File: src/hw/ooo_cfg_pkg.sv
// --------------------------------------
// sizing of the issue/execute slice
// import wherever widths, station count or
// unit latencies are needed
// --------------------------------------

package ooo_cfg_pkg;

    // data path
    localparam int XLEN = 32;

    // zero rob tag means operand present or bus idle
    localparam int ROB_TAG_W = 4;
    localparam logic [ROB_TAG_W-1:0] TAG_NONE = '0;

    // reservation stations
    localparam int NUM_RS = 4;
    // NUM_RS and up on the selector picks no station
    localparam int RS_SEL_W = 3;

    // unit latencies in cycles spent in SCHED_EXEC
    localparam int LAT_ALU = 1;
    localparam int LAT_MUL = 3;

    // latency timer width, holds LAT_MUL - 1
    localparam int LAT_W = 2;

endpackage

File: src/hw/ooo_types_pkg.sv
// --------------------------------------
// operation encodings and the structs passed
// between rename, stations, scheduler and CDB
// --------------------------------------

package ooo_types_pkg;

    import ooo_cfg_pkg::*;

    // integer unit operations
    typedef enum logic [2:0] {
        OP_ADD = 3'd0,
        OP_SUB = 3'd1,
        OP_AND = 3'd2,
        OP_OR  = 3'd3,
        OP_XOR = 3'd4,
        OP_SLT = 3'd5,
        OP_SLL = 3'd6,
        OP_MUL = 3'd7
    } alu_op_e;

    // anything but BR_NONE overrides alu_op with a signed compare
    typedef enum logic [1:0] {
        BR_NONE = 2'd0,
        BR_EQ   = 2'd1,
        BR_NE   = 2'd2,
        BR_LT   = 2'd3
    } branch_e;

    // one station entry and the issue payload from rename
    typedef struct packed {
        logic [ROB_TAG_W-1:0] q_j;
        logic [ROB_TAG_W-1:0] q_k;
        logic [XLEN-1:0]      v_j;
        logic [XLEN-1:0]      v_k;
        logic [ROB_TAG_W-1:0] rob_entry;
        alu_op_e              alu_op;
        branch_e              branch_type;
        logic                 busy;
    } rs_data_t;

    // common data bus broadcast
    typedef struct packed {
        logic [ROB_TAG_W-1:0] dest_rob;
        logic [XLEN-1:0]      result;
    } cdb_packet_t;

    // station view seen by the scheduler
    typedef struct packed {
        logic                 valid_operands;
        alu_op_e              alu_op;
        branch_e              branch_type;
        logic [ROB_TAG_W-1:0] rob_entry;
        logic [XLEN-1:0]      src1;
        logic [XLEN-1:0]      src2;
    } rs_out_t;

    typedef enum logic [1:0] {
        SCHED_IDLE  = 2'd0,
        SCHED_EXEC  = 2'd1,
        SCHED_BCAST = 2'd2
    } sched_state_e;

endpackage

File: src/hw/exec_timer.sv
// --------------------------------------
// latency counter for the integer unit
// load with latency minus one, done at zero
// --------------------------------------

`timescale 1ns/1ps

module exec_timer (
    input  logic                          clk,
    input  logic                          reset,
    input  logic                          mispredicted,
    input  logic                          load,
    input  logic [ooo_cfg_pkg::LAT_W-1:0] len,
    output logic                          done
);
    import ooo_cfg_pkg::*;

    logic [LAT_W-1:0] count;
    logic             running;

    always_ff @(posedge clk) begin
        if (reset || mispredicted) begin
            // a flush aborts the op being timed
            running <= 1'b0;
            count   <= '0;
        end else if (load) begin
            running <= 1'b1;
            count   <= len;
        end else if (running) begin
            if (count == '0) begin
                running <= 1'b0;
            end else begin
                count <= count - 1'b1;
            end
        end
    end

    assign done = running && (count == '0);

endmodule

File: src/hw/int_exec_unit.sv
// --------------------------------------
// shared integer unit: ALU, multiply and
// branch compare on operands latched at start
// --------------------------------------

`timescale 1ns/1ps

module int_exec_unit (
    input  logic                         clk,
    input  logic                         reset,
    input  logic                         start,
    input  ooo_types_pkg::rs_out_t       dispatch,
    output logic [ooo_cfg_pkg::XLEN-1:0] result
);
    import ooo_cfg_pkg::*;
    import ooo_types_pkg::*;

    alu_op_e         op_q;
    branch_e         br_q;
    logic [XLEN-1:0] a_q;
    logic [XLEN-1:0] b_q;

    always_ff @(posedge clk) begin
        if (reset) begin
            op_q <= OP_ADD;
            br_q <= BR_NONE;
        end else if (start) begin
            op_q <= dispatch.alu_op;
            br_q <= dispatch.branch_type;
        end
    end

    // operands held until the next dispatch
    always_ff @(posedge clk) begin
        if (start) begin
            a_q <= dispatch.src1;
            b_q <= dispatch.src2;
        end
    end

    always_comb begin
        case (br_q)
            BR_EQ:   result = {{(XLEN-1){1'b0}}, a_q == b_q};
            BR_NE:   result = {{(XLEN-1){1'b0}}, a_q != b_q};
            BR_LT:   result = {{(XLEN-1){1'b0}}, $signed(a_q) < $signed(b_q)};
            default: begin
                case (op_q)
                    OP_ADD:  result = a_q + b_q;
                    OP_SUB:  result = a_q - b_q;
                    OP_AND:  result = a_q & b_q;
                    OP_OR:   result = a_q | b_q;
                    OP_XOR:  result = a_q ^ b_q;
                    OP_SLT:  result = {{(XLEN-1){1'b0}}, $signed(a_q) < $signed(b_q)};
                    OP_SLL:  result = a_q << b_q[4:0];
                    // low word of the product only
                    OP_MUL:  result = a_q * b_q;
                    default: result = '0;
                endcase
            end
        endcase
    end

endmodule

File: src/hw/rs_bank.sv
// --------------------------------------
// bank of reservation stations
// written by issue, woken by the CDB,
// emptied by consume or mispredict flush
// --------------------------------------

`timescale 1ns/1ps

module rs_bank (
    input  logic                                   clk,
    input  logic                                   reset,
    input  logic                                   stall,
    input  logic                                   mispredicted,
    input  logic [ooo_cfg_pkg::RS_SEL_W-1:0]       issue_sel,
    input  ooo_types_pkg::rs_data_t                issue_data,
    input  ooo_types_pkg::cdb_packet_t             cdb,
    input  logic [ooo_cfg_pkg::NUM_RS-1:0]         consumed,
    output logic [ooo_cfg_pkg::NUM_RS-1:0]         busy_bus,
    output ooo_types_pkg::rs_out_t [ooo_cfg_pkg::NUM_RS-1:0] rs_out
);
    import ooo_cfg_pkg::*;
    import ooo_types_pkg::*;

    logic     cdb_active;
    rs_data_t issue_bypassed;

    assign cdb_active = (cdb.dest_rob != TAG_NONE);

    // same-cycle bypass of a result broadcast while the entry is being written
    always_comb begin
        issue_bypassed = issue_data;
        if (cdb_active && issue_data.q_j == cdb.dest_rob) begin
            issue_bypassed.q_j = TAG_NONE;
            issue_bypassed.v_j = cdb.result;
        end
        if (cdb_active && issue_data.q_k == cdb.dest_rob) begin
            issue_bypassed.q_k = TAG_NONE;
            issue_bypassed.v_k = cdb.result;
        end
    end

    for (genvar i = 0; i < NUM_RS; i++) begin : g_rs
        rs_data_t entry;
        logic     valid_q;
        logic     wr_en;
        logic     clr;

        assign wr_en = (issue_sel == RS_SEL_W'(i)) && !stall;
        assign clr   = reset || mispredicted || consumed[i];

        // clear beats write and write beats wakeup
        always_ff @(posedge clk) begin
            if (clr) begin
                entry.busy <= 1'b0;
                entry.q_j  <= TAG_NONE;
                entry.q_k  <= TAG_NONE;
            end else if (wr_en) begin
                entry <= issue_bypassed;
            end else begin
                // operand wakeup from the bus
                if (cdb_active && entry.q_j == cdb.dest_rob) begin
                    entry.q_j <= TAG_NONE;
                    entry.v_j <= cdb.result;
                end
                if (cdb_active && entry.q_k == cdb.dest_rob) begin
                    entry.q_k <= TAG_NONE;
                    entry.v_k <= cdb.result;
                end
            end
        end

        // ready lags the tags by one cycle, and never shows for an empty entry
        always_ff @(posedge clk) begin
            if (clr || wr_en) begin
                valid_q <= 1'b0;
            end else begin
                valid_q <= entry.busy && entry.q_j == TAG_NONE && entry.q_k == TAG_NONE;
            end
        end

        assign busy_bus[i]              = entry.busy;
        assign rs_out[i].valid_operands = valid_q;
        assign rs_out[i].alu_op         = entry.alu_op;
        assign rs_out[i].branch_type    = entry.branch_type;
        assign rs_out[i].rob_entry      = entry.rob_entry;
        assign rs_out[i].src1           = entry.v_j;
        assign rs_out[i].src2           = entry.v_k;

        // rename must pick a free station
        a_no_overwrite: assert property (@(posedge clk) disable iff (reset)
            (wr_en && !mispredicted) |-> !entry.busy)
            else $error("issue to busy station %0d", i);
    end

    // scheduler takes at most one station, and only one holding an instruction
    a_consume_legal: assert property (@(posedge clk) disable iff (reset)
        $onehot0(consumed) && ((consumed & ~busy_bus) == '0))
        else $error("illegal consume pattern %b, busy %b", consumed, busy_bus);

endmodule

File: src/hw/issue_scheduler.sv
// --------------------------------------
// dispatch FSM for the shared integer unit
// picks a ready station, times the op and
// drives the CDB for one cycle
// --------------------------------------

`timescale 1ns/1ps

module issue_scheduler (
    input  logic                                    clk,
    input  logic                                    reset,
    input  logic                                    mispredicted,
    input  ooo_types_pkg::rs_out_t [ooo_cfg_pkg::NUM_RS-1:0] rs_out,
    input  logic [ooo_cfg_pkg::XLEN-1:0]            result,
    input  logic                                    timer_done,
    output logic [ooo_cfg_pkg::NUM_RS-1:0]          consumed,
    output logic                                    exec_start,
    output ooo_types_pkg::rs_out_t                  dispatch,
    output logic                                    timer_load,
    output logic [ooo_cfg_pkg::LAT_W-1:0]           timer_len,
    output ooo_types_pkg::cdb_packet_t              cdb
);
    import ooo_cfg_pkg::*;
    import ooo_types_pkg::*;

    sched_state_e         state;
    logic [NUM_RS-1:0]    pick;
    logic [ROB_TAG_W-1:0] inflight_tag;

    // fixed priority with station 0 first
    always_comb begin
        pick     = '0;
        dispatch = rs_out[0];
        for (int i = NUM_RS - 1; i >= 0; i--) begin
            if (rs_out[i].valid_operands) begin
                pick     = '0;
                pick[i]  = 1'b1;
                dispatch = rs_out[i];
            end
        end
    end

    assign exec_start = (state == SCHED_IDLE) && (pick != '0) && !mispredicted;
    assign consumed   = exec_start ? pick : '0;
    assign timer_load = exec_start;

    // branches use the ALU path whatever alu_op says
    assign timer_len = (dispatch.branch_type == BR_NONE && dispatch.alu_op == OP_MUL) ?
                       LAT_W'(LAT_MUL - 1) : LAT_W'(LAT_ALU - 1);

    always_ff @(posedge clk) begin
        if (reset || mispredicted) begin
            state        <= SCHED_IDLE;
            cdb.dest_rob <= TAG_NONE;
        end else begin
            case (state)
                SCHED_IDLE: begin
                    if (exec_start) begin
                        inflight_tag <= dispatch.rob_entry;
                        state        <= SCHED_EXEC;
                    end
                end
                SCHED_EXEC: begin
                    if (timer_done) begin
                        cdb.dest_rob <= inflight_tag;
                        cdb.result   <= result;
                        state        <= SCHED_BCAST;
                    end
                end
                SCHED_BCAST: begin
                    // bus goes idle after one cycle
                    cdb.dest_rob <= TAG_NONE;
                    state        <= SCHED_IDLE;
                end
                default: begin
                    cdb.dest_rob <= TAG_NONE;
                    state        <= SCHED_IDLE;
                end
            endcase
        end
    end

    // the timer may only finish while the single op in flight executes
    a_single_inflight: assert property (@(posedge clk) disable iff (reset)
        timer_done |-> (state == SCHED_EXEC))
        else $error("timer done outside execution, rob %0d", inflight_tag);

endmodule

File: src/hw/issue_exec_top.sv
// --------------------------------------
// issue-to-execute slice top level
// stations, scheduler, timer and integer unit
// --------------------------------------

`timescale 1ns/1ps

module issue_exec_top (
    input  logic                             clk,
    input  logic                             reset,
    input  logic                             stall,
    input  logic                             mispredicted,
    input  logic [ooo_cfg_pkg::RS_SEL_W-1:0] issue_sel,
    input  ooo_types_pkg::rs_data_t          issue_data,
    output logic [ooo_cfg_pkg::NUM_RS-1:0]   busy_bus,
    output ooo_types_pkg::cdb_packet_t       cdb
);
    import ooo_cfg_pkg::*;
    import ooo_types_pkg::*;

    rs_out_t [NUM_RS-1:0] rs_out;
    logic [NUM_RS-1:0]    consumed;
    logic                 exec_start;
    rs_out_t              dispatch;
    logic                 timer_load;
    logic [LAT_W-1:0]     timer_len;
    logic                 timer_done;
    logic [XLEN-1:0]      result;

    rs_bank i_rs_bank (
        .clk, .reset, .stall, .mispredicted,
        .issue_sel, .issue_data, .cdb, .consumed,
        .busy_bus, .rs_out
    );

    issue_scheduler i_issue_scheduler (
        .clk, .reset, .mispredicted,
        .rs_out, .result, .timer_done,
        .consumed, .exec_start, .dispatch,
        .timer_load, .timer_len, .cdb
    );

    exec_timer i_exec_timer (
        .clk, .reset, .mispredicted,
        .load (timer_load),
        .len  (timer_len),
        .done (timer_done)
    );

    int_exec_unit i_int_exec_unit (
        .clk, .reset,
        .start (exec_start),
        .dispatch,
        .result
    );

endmodule

File: config.mk
export PLATFORM = sky130hd
export DESIGN_NAME = issue_exec_top
export DESIGN_NICKNAME = d
export VERILOG_FILES = /design/src/hw/ooo_cfg_pkg.sv /design/src/hw/ooo_types_pkg.sv /design/src/hw/exec_timer.sv /design/src/hw/int_exec_unit.sv /design/src/hw/rs_bank.sv /design/src/hw/issue_scheduler.sv /design/src/hw/issue_exec_top.sv
export SDC_FILE = /design/constraint.sdc
export NUM_CORES = 2
export LEC_CHECK = 0
export ABC_AREA = 1
export BUFFER_PORTS_ARGS = -buffer_cell sky130_fd_sc_hd__buf_2
export CORE_MARGIN = 2
export CORE_UTILIZATION = 58
export CTS_CLUSTER_DIAMETER = 100
export DETAILED_ROUTE_END_ITERATION = 12
export GPL_TIMING_DRIVEN = 0
export PLACE_DENSITY = 0.84
export SYNTH_ARGS = -nofsm -noshare
export SYNTH_HDL_FRONTEND = slang
export SYNTH_SLANG_ARGS = --single-unit
File: constraint.sdc
create_clock -name clk -period 13.8 [get_ports clk]
set_clock_uncertainty 0.1 [all_clocks]
set_input_delay 1.38 -clock clk [delete_from_list [all_inputs] [get_ports clk]]
set_output_delay 1.38 -clock clk [all_outputs]
set_load 0.02 [all_outputs]
# --- Word-level counts from Yosys, hierarchy flattened ---
# Index checks and enable logic that the tools add are counted.
totals:
  input_bits: 89
  output_inout_bits: 40
  register_bits: 446
  wordCells: 216
op_classes:
  add_sub_neg: 3
  n_eq_ne: 30
  mul: 1
  n_lt_le_gt_ge: 1
  shift: 1
  n_mux: 47
  bitwise: 9
  n_reduce_logical: 78
ops:
  columns: ["cell", "n"]
  rows:
  - ["$mux W32", 10]
  - ["$mux W73", 4]
  - ["$mux W72", 4]
  - ["$pmux W32 S8", 1]
  - ["$pmux W32 S3", 1]
  - ["$mux W4", 15]
  - ["$eq A4 B4 Y1", 10]
  - ["$mux W36", 1]
  - ["$add A32 B32 Y32", 1]
  - ["$and A32 B32 Y32", 1]
  - ["$eq A32 B32 Y1", 1]
  - ["$logic_not A4 Y1", 8]
  - ["$lt A32 B32 Y1", 1]
  - ["$mul A32 B32 Y32", 1]
  - ["$ne A32 B32 Y1", 1]
  - ["$or A32 B32 Y32", 1]
  - ["$shl A32 B5 Y32", 1]
  - ["$sub A32 B32 Y32", 1]
  - ["$xor A32 B32 Y32", 1]
  - ["$reduce_and A2 Y1", 15]
  - ["$logic_and A1 B1 Y1", 26]
  - ["$reduce_bool A2 Y1", 9]
  - ["$eq A3 B3 Y1 const B", 5]
  - ["$eq A3 B2 Y1 const B", 4]
  - ["17 further kinds", 47]

# --- Logic depth before layout (Yosys ltp) ---
depth:
  depth_word: 11
  depth_mapped: 33
  depth_no_buf: 31

# --- Hierarchy ---
# Synthesis repeated with hierarchy kept, for this count alone.
unflattened:
  cells_unflattened: 6082
  area_unflattened_um2: 47206.5
by_module_without_submodules:
  columns: ["mod", "area_each_um2", "instances", "cells_per_inst"]
  rows:
  - ["int_exec_unit", 26181.4, 1, 3681]
  - ["rs_bank", 17449.2, 1, 1862]
  - ["issue_scheduler", 3393.3, 1, 509]
  - ["exec_timer", 182.7, 1, 30]

# --- Least setup slack after synthesis ---
# Ideal clock, no wire load.
synth_path:
  path_type: "register to register"
  from: "register i_int_exec_unit.b_q[2]"
  to: "register, netlist name i_issue_scheduler.cdb[25]"
  period_less_slack_ps: 7342
  path_slack_ps: 6458
  arrival_ps: 6991
  required_ps: 13449
  stages_incl_launch_ff: 32
  setup_time_ps: 251
  n_path_buf: 4
  cell_sequence: "edfxtp_1 > buf_2 > buf_1 > buf_1 > clkbuf_1 > nand2_1 > inv_1 > fa_1 > inv_1 > fa_1 > fa_1 > fa_1 > inv_1 > fa_1 > inv_1 > fa_1 > inv_1 > fa_1 > fa_1 > ha_1 > nand2_1 > inv_1 > nand2_1 > inv_1 > a21oi_1 > nand3_1 > a21o_1 > or2_2 > nand3_1 > nand3_1 > nand3_1 > inv_1"
synth_via:
  elab_chain_len: 3
synth_lines:
  columns: ["element", "line", "text"]
  rows:
  - ["from (decl)", "int_exec_unit.sv:21", "logic [XLEN-1:0] b_q;"]
  - ["from (signal assigned)", "int_exec_unit.sv:37", "b_q <= dispatch.src2;"]
  - ["$mul A32 B32 Y32, or another cell as far along", "int_exec_unit.sv:56", "OP_MUL: result = a_q * b_q;"]
  - ["$pmux W32 S8 (*)", "int_exec_unit.sv:47", "case (op_q)"]
  - ["$pmux W32 S3 (*)", "int_exec_unit.sv:42", "case (br_q)"]
  - ["via i_int_exec_unit.result, one bit", "int_exec_unit.sv:13", "output logic [ooo_cfg_pkg::XLEN-1:0] result"]
# The timed path passes the listed nets; every way through them passes the cells marked *.
# A chain may end at the register's enable or synchronous reset.

# --- Worst setup path after layout ---
layout_path:
  from: "register i_int_exec_unit.b_q[3]"
  to: "register, netlist name i_issue_scheduler.cdb[24]"
layout_via:
  elab_chain_len: 3
layout_lines:
  columns: ["element", "line"]
  rows:
  - ["$mul A32 B32 Y32, or another cell as far along", "int_exec_unit.sv:56"]
  - ["$pmux W32 S8 (*)", "int_exec_unit.sv:47"]
  - ["$pmux W32 S3 (*)", "int_exec_unit.sv:42"]
  - ["via i_int_exec_unit.result, one bit", "int_exec_unit.sv:13"]
# Marked as above.

==> flow_summary_export.csv <==
group,metric,value,unit
sta,slew_violations,3,
logic_synthesis,ys.flop_type,"edfxtp_1",
critical_path,crit_buf_inv,6,
layout,layout-drive-gt1-share,0.0590,
logic_synthesis,yosysSeqAreaShare,0.300,
layout,fin_area,46300,µm²
hold_path,hold_path.class,"reg -> reg",
grt,grt_pass1_vias,40930,
drt,num_vias,41759,
logic_synthesis,netlist_instances,5288,
layout,fin_nets,6189,
logic_synthesis,syn_area_per_cell,8.11,µm²
floorplanning,die_h,276,µm
critical_path,crit_path_start_kind,"flip-flop",
sta,setup-tns-final,0,ns
critical_path,critPathMaxStageDelay,0.99,ns
drt,drt_iter0_markers,6320,
placement,dp_hpwl,149,mm
clock_network,numCtsBuffers,38,
layout,ff_latch_area,12900,µm²
clock_network,cts_resized,0,
grt,grt_pass1_wl,275,mm
floorplanning,core-area,73100,µm²
clock_network,cts_tree,"built",
sta,tightest_slew,1.62,ns
logic_synthesis,async_flop_share,0,
placement,gp_congestion,1.14,
grt,overflow,0,
floorplanning,dieWidth,276,µm
critical_path,worst-path-max-fanout,10,
layout,syn_to_final_growth,7.98,%
floorplanning,io_pins,129,
layout,multiInputGateArea,25000,µm²
logic_synthesis,synth.net_count,6008,
clock_network,clk_path_buf_depth,3,
logic_synthesis,synth_edf_count,392,
sta,finalHoldViolCount,0,
floorplanning,rows,99,
logic_synthesis,ys_ff_latch,446,
drt,vias_per_cell,6.46,
clock_network,cts.clk_slew.worst_paths,0.07,ns
drt,firstDrtPassIters,12,
logic_synthesis,syn_area,42900,µm²
sta,setup_viol,0,
floorplanning,initial_core_util,0.587,
sta,post-route-min-period,10.92,ns
critical_path,required,14.02,ns
critical_path,crit_family,"adder cells",
outcome,status,"finished with violations",
clock_network,h-tree-depth,2,
grt,antenna_found_initial,13,
drt,routed_wl,194,mm
run,maxCapViolations,1,
layout,nFillCells,6144,
drt,routedWlPerCell,30.0,µm
placement,port-buffer-count,128,
critical_path,critPathArrivalTime,11.14,ns
floorplanning,dieArea,76100,µm²
logic_synthesis,yosysWarnings,0,
placement,dpl_cell_area,45000,µm²
clock_network,cts-root-buf,"clkbuf_16",
critical_path,end_kind,"flip-flop",
outcome,failed_checks,"capacitance limit, slew limit",
logic_synthesis,synth_cell_types,60,
critical_path,crit_path_frequent_cell,"fa_1",
sta,fmax,91.6,MHz
drt,antenna_left,0,
drt,post-route-drc-count,0,
sta,slew_headroom,-0.0913,
sta,rsz0062_at_grt,"no",
critical_path,criticalPathCategory,"reg -> reg",
critical_path,crit_slowest_cell,"clkbuf_1",
grt,track_usage,0.511,
sta,fin_crit_sh,0.791,
power,ir_worst_vdd,148,µV
clock_network,cts_hold_buffers,0,
clock_network,cts_sinks,446,
power,p_per_area,72.3,nW/µm²
clock_network,clock_latency,0.56,ns
power,power.leakage,22.8,nW
clock_network,cts_setup_buffers,0,
grt,grt_max_degree,49,
==> through the flow <==
step,worst slack [ns],power (mW),hold slack [ns],utilization,cells
6_report,2.88,3.35,0.400,0.634,6463
5_1_grt,2.90,3.40,0.426,0.634,6459
4_1_cts,3.59,3.25,0.395,0.633,6452
3_5_place_dp,3.64,2.19,0.376,0.616,6385
3_3_place_gp,3.62,2.18,0.369,0.612,6375
2_1_floorplan,6.46,1.90,0.321,-,5288
==> synthesized netlist by cell type, types with 9 or more instances <==
master,instances,area (µm²)
o21ai_0,402,2010
o221ai_1,20,175
buf_4,13,97.6
nor3_1,38,190
o21ai_1,60,300
o22ai_1,48,300
nor4_1,14,87.6
fa_1,410,8210
buf_2,54,270
ha_1,221,2770
nand3_1,305,1530
o211ai_1,18,135
a21oi_1,176,881
a21o_1,9,67.6
xnor2_1,17,149
o21a_1,13,97.6
o2111ai_1,9,78.8
a211oi_1,21,158
mux2i_1,74,741
clkbuf_1,161,604
o21bai_1,13,97.6
inv_1,1009,3790
edfxtp_1,392,11800
nand2_1,1292,4850
dfxtp_1,54,1080
a31oi_1,12,75.1
a221oi_1,13,114
xor2_1,23,201
or2_2,9,56.3
nor2_1,180,676
inv_2,14,52.6
buf_1,37,139
nand4_1,93,582
==> kinds of logic after synthesis <==
| family | Yosys count | synth area share |
|---|---|---|
| AND/OR/NAND/NOR | 1951 | 0.190 |
| multiplexers | 75 | 0.0175 |
| AO/OA/AOI/OAI | 838 | 0.109 |
| adder cells (fa/ha/maj) | 631 | 0.256 |
| flip-flops | 446 | 0.300 |
| buffers and inverters | 1307 | 0.119 |
| XOR/XNOR | 40 | 0.00817 |
==> layer usage <==
metal / up-vias / GRT usage / part of all wire
met2: 3801 / 0.775 / 0.43
met5: - / 0 / 0.00055
li1: 17333 / - / -
met1: 19424 / 0.590 / 0.32
met3: 1189 / 0.143 / 0.13
met4: 12 / 0.463 / 0.12
==> final cells by class <==
class / instances / share of cell area
clock buffer: 44 / 0.0215
buffer: 277 / 0.0271
clock inverter: 23 / 0.00511
antenna: 8 / 0.000432
timing repair buffer: 141 / 0.0193
inverter: 1030 / 0.0835
sequential: 446 / 0.278
multi-input combinational: 3535 / 0.540
tap: 959 / 0.0259
==> final timing paths <==
kind | from | endpoint | slack (ns) | depth (start not counted)
hold / removal | i_issue_scheduler.inflight_tag[1] | i_issue_scheduler.cdb[33] | 0.40 | 2
setup / recovery | i_int_exec_unit.b_q[3] | i_issue_scheduler.cdb[24] | 2.88 | 27
hold reg to reg | i_issue_scheduler.inflight_tag[1] | i_issue_scheduler.cdb[33] | 0.40 | 2
setup reg to reg | i_int_exec_unit.b_q[3] | i_issue_scheduler.cdb[24] | 2.88 | 27
==> worst reg2reg max path, stage by stage (launching register included) <==
cell,delay (ns)
edfxtp_1,0.64
clkbuf_1,0.50
clkbuf_1,0.99
buf_1,0.96
nand2_1,0.12
inv_1,0.11
fa_1,0.47
inv_1,0.24
fa_1,0.48
fa_1,0.52
fa_1,0.55
inv_1,0.06
fa_1,0.49
fa_1,0.51
fa_1,0.62
fa_1,0.48
ha_1,0.43
nand2_1,0.15
nor4_1,0.65
nand4_1,0.18
nand3_1,0.19
nand3_1,0.09
nand2_1,0.16
or2_2,0.14
nand3_1,0.18
nand3_1,0.25
nand2_1,0.08
nor2_1,0.37
==> registers in the layout (all words and copies together), names as in the netlist <==
name / count
i_exec_timer.count: 2
i_exec_timer.running: 1
i_int_exec_unit.a_q: 32
i_int_exec_unit.b_q: 32
i_int_exec_unit.br_q: 2
i_int_exec_unit.op_q: 3
i_issue_scheduler.cdb: 36
i_issue_scheduler.inflight_tag: 4
i_issue_scheduler.state: 2
i_rs_bank.busy_bus: 4
i_rs_bank.g_rs.entry: 32
i_rs_bank.g_rs.valid_q: 4
i_rs_bank.rs_out: 292
==> where the power goes <==
part           internal [mW]  switching (mW)  total (mW)
clock network          0.598           0.507        1.11
registers               1.46         0.00417        1.47
logic                  0.228           0.548       0.776
total                   2.29            1.06        3.35
==> cells in the final DEF (no fill, tap or decap), types with 166 or more instances in the layout <==
| cell | count |
|---|---|
| nand2_1 | 1292 |
| inv_1 | 1007 |
| fa_1 | 410 |
| o21ai_0 | 399 |
| edfxtp_1 | 392 |
| nand3_1 | 305 |
| ha_1 | 221 |
| buf_2 | 182 |
| nor2_1 | 176 |
| a21oi_1 | 172 |
| clkbuf_1 | 166 |
(Power assumes the default switching activity.)
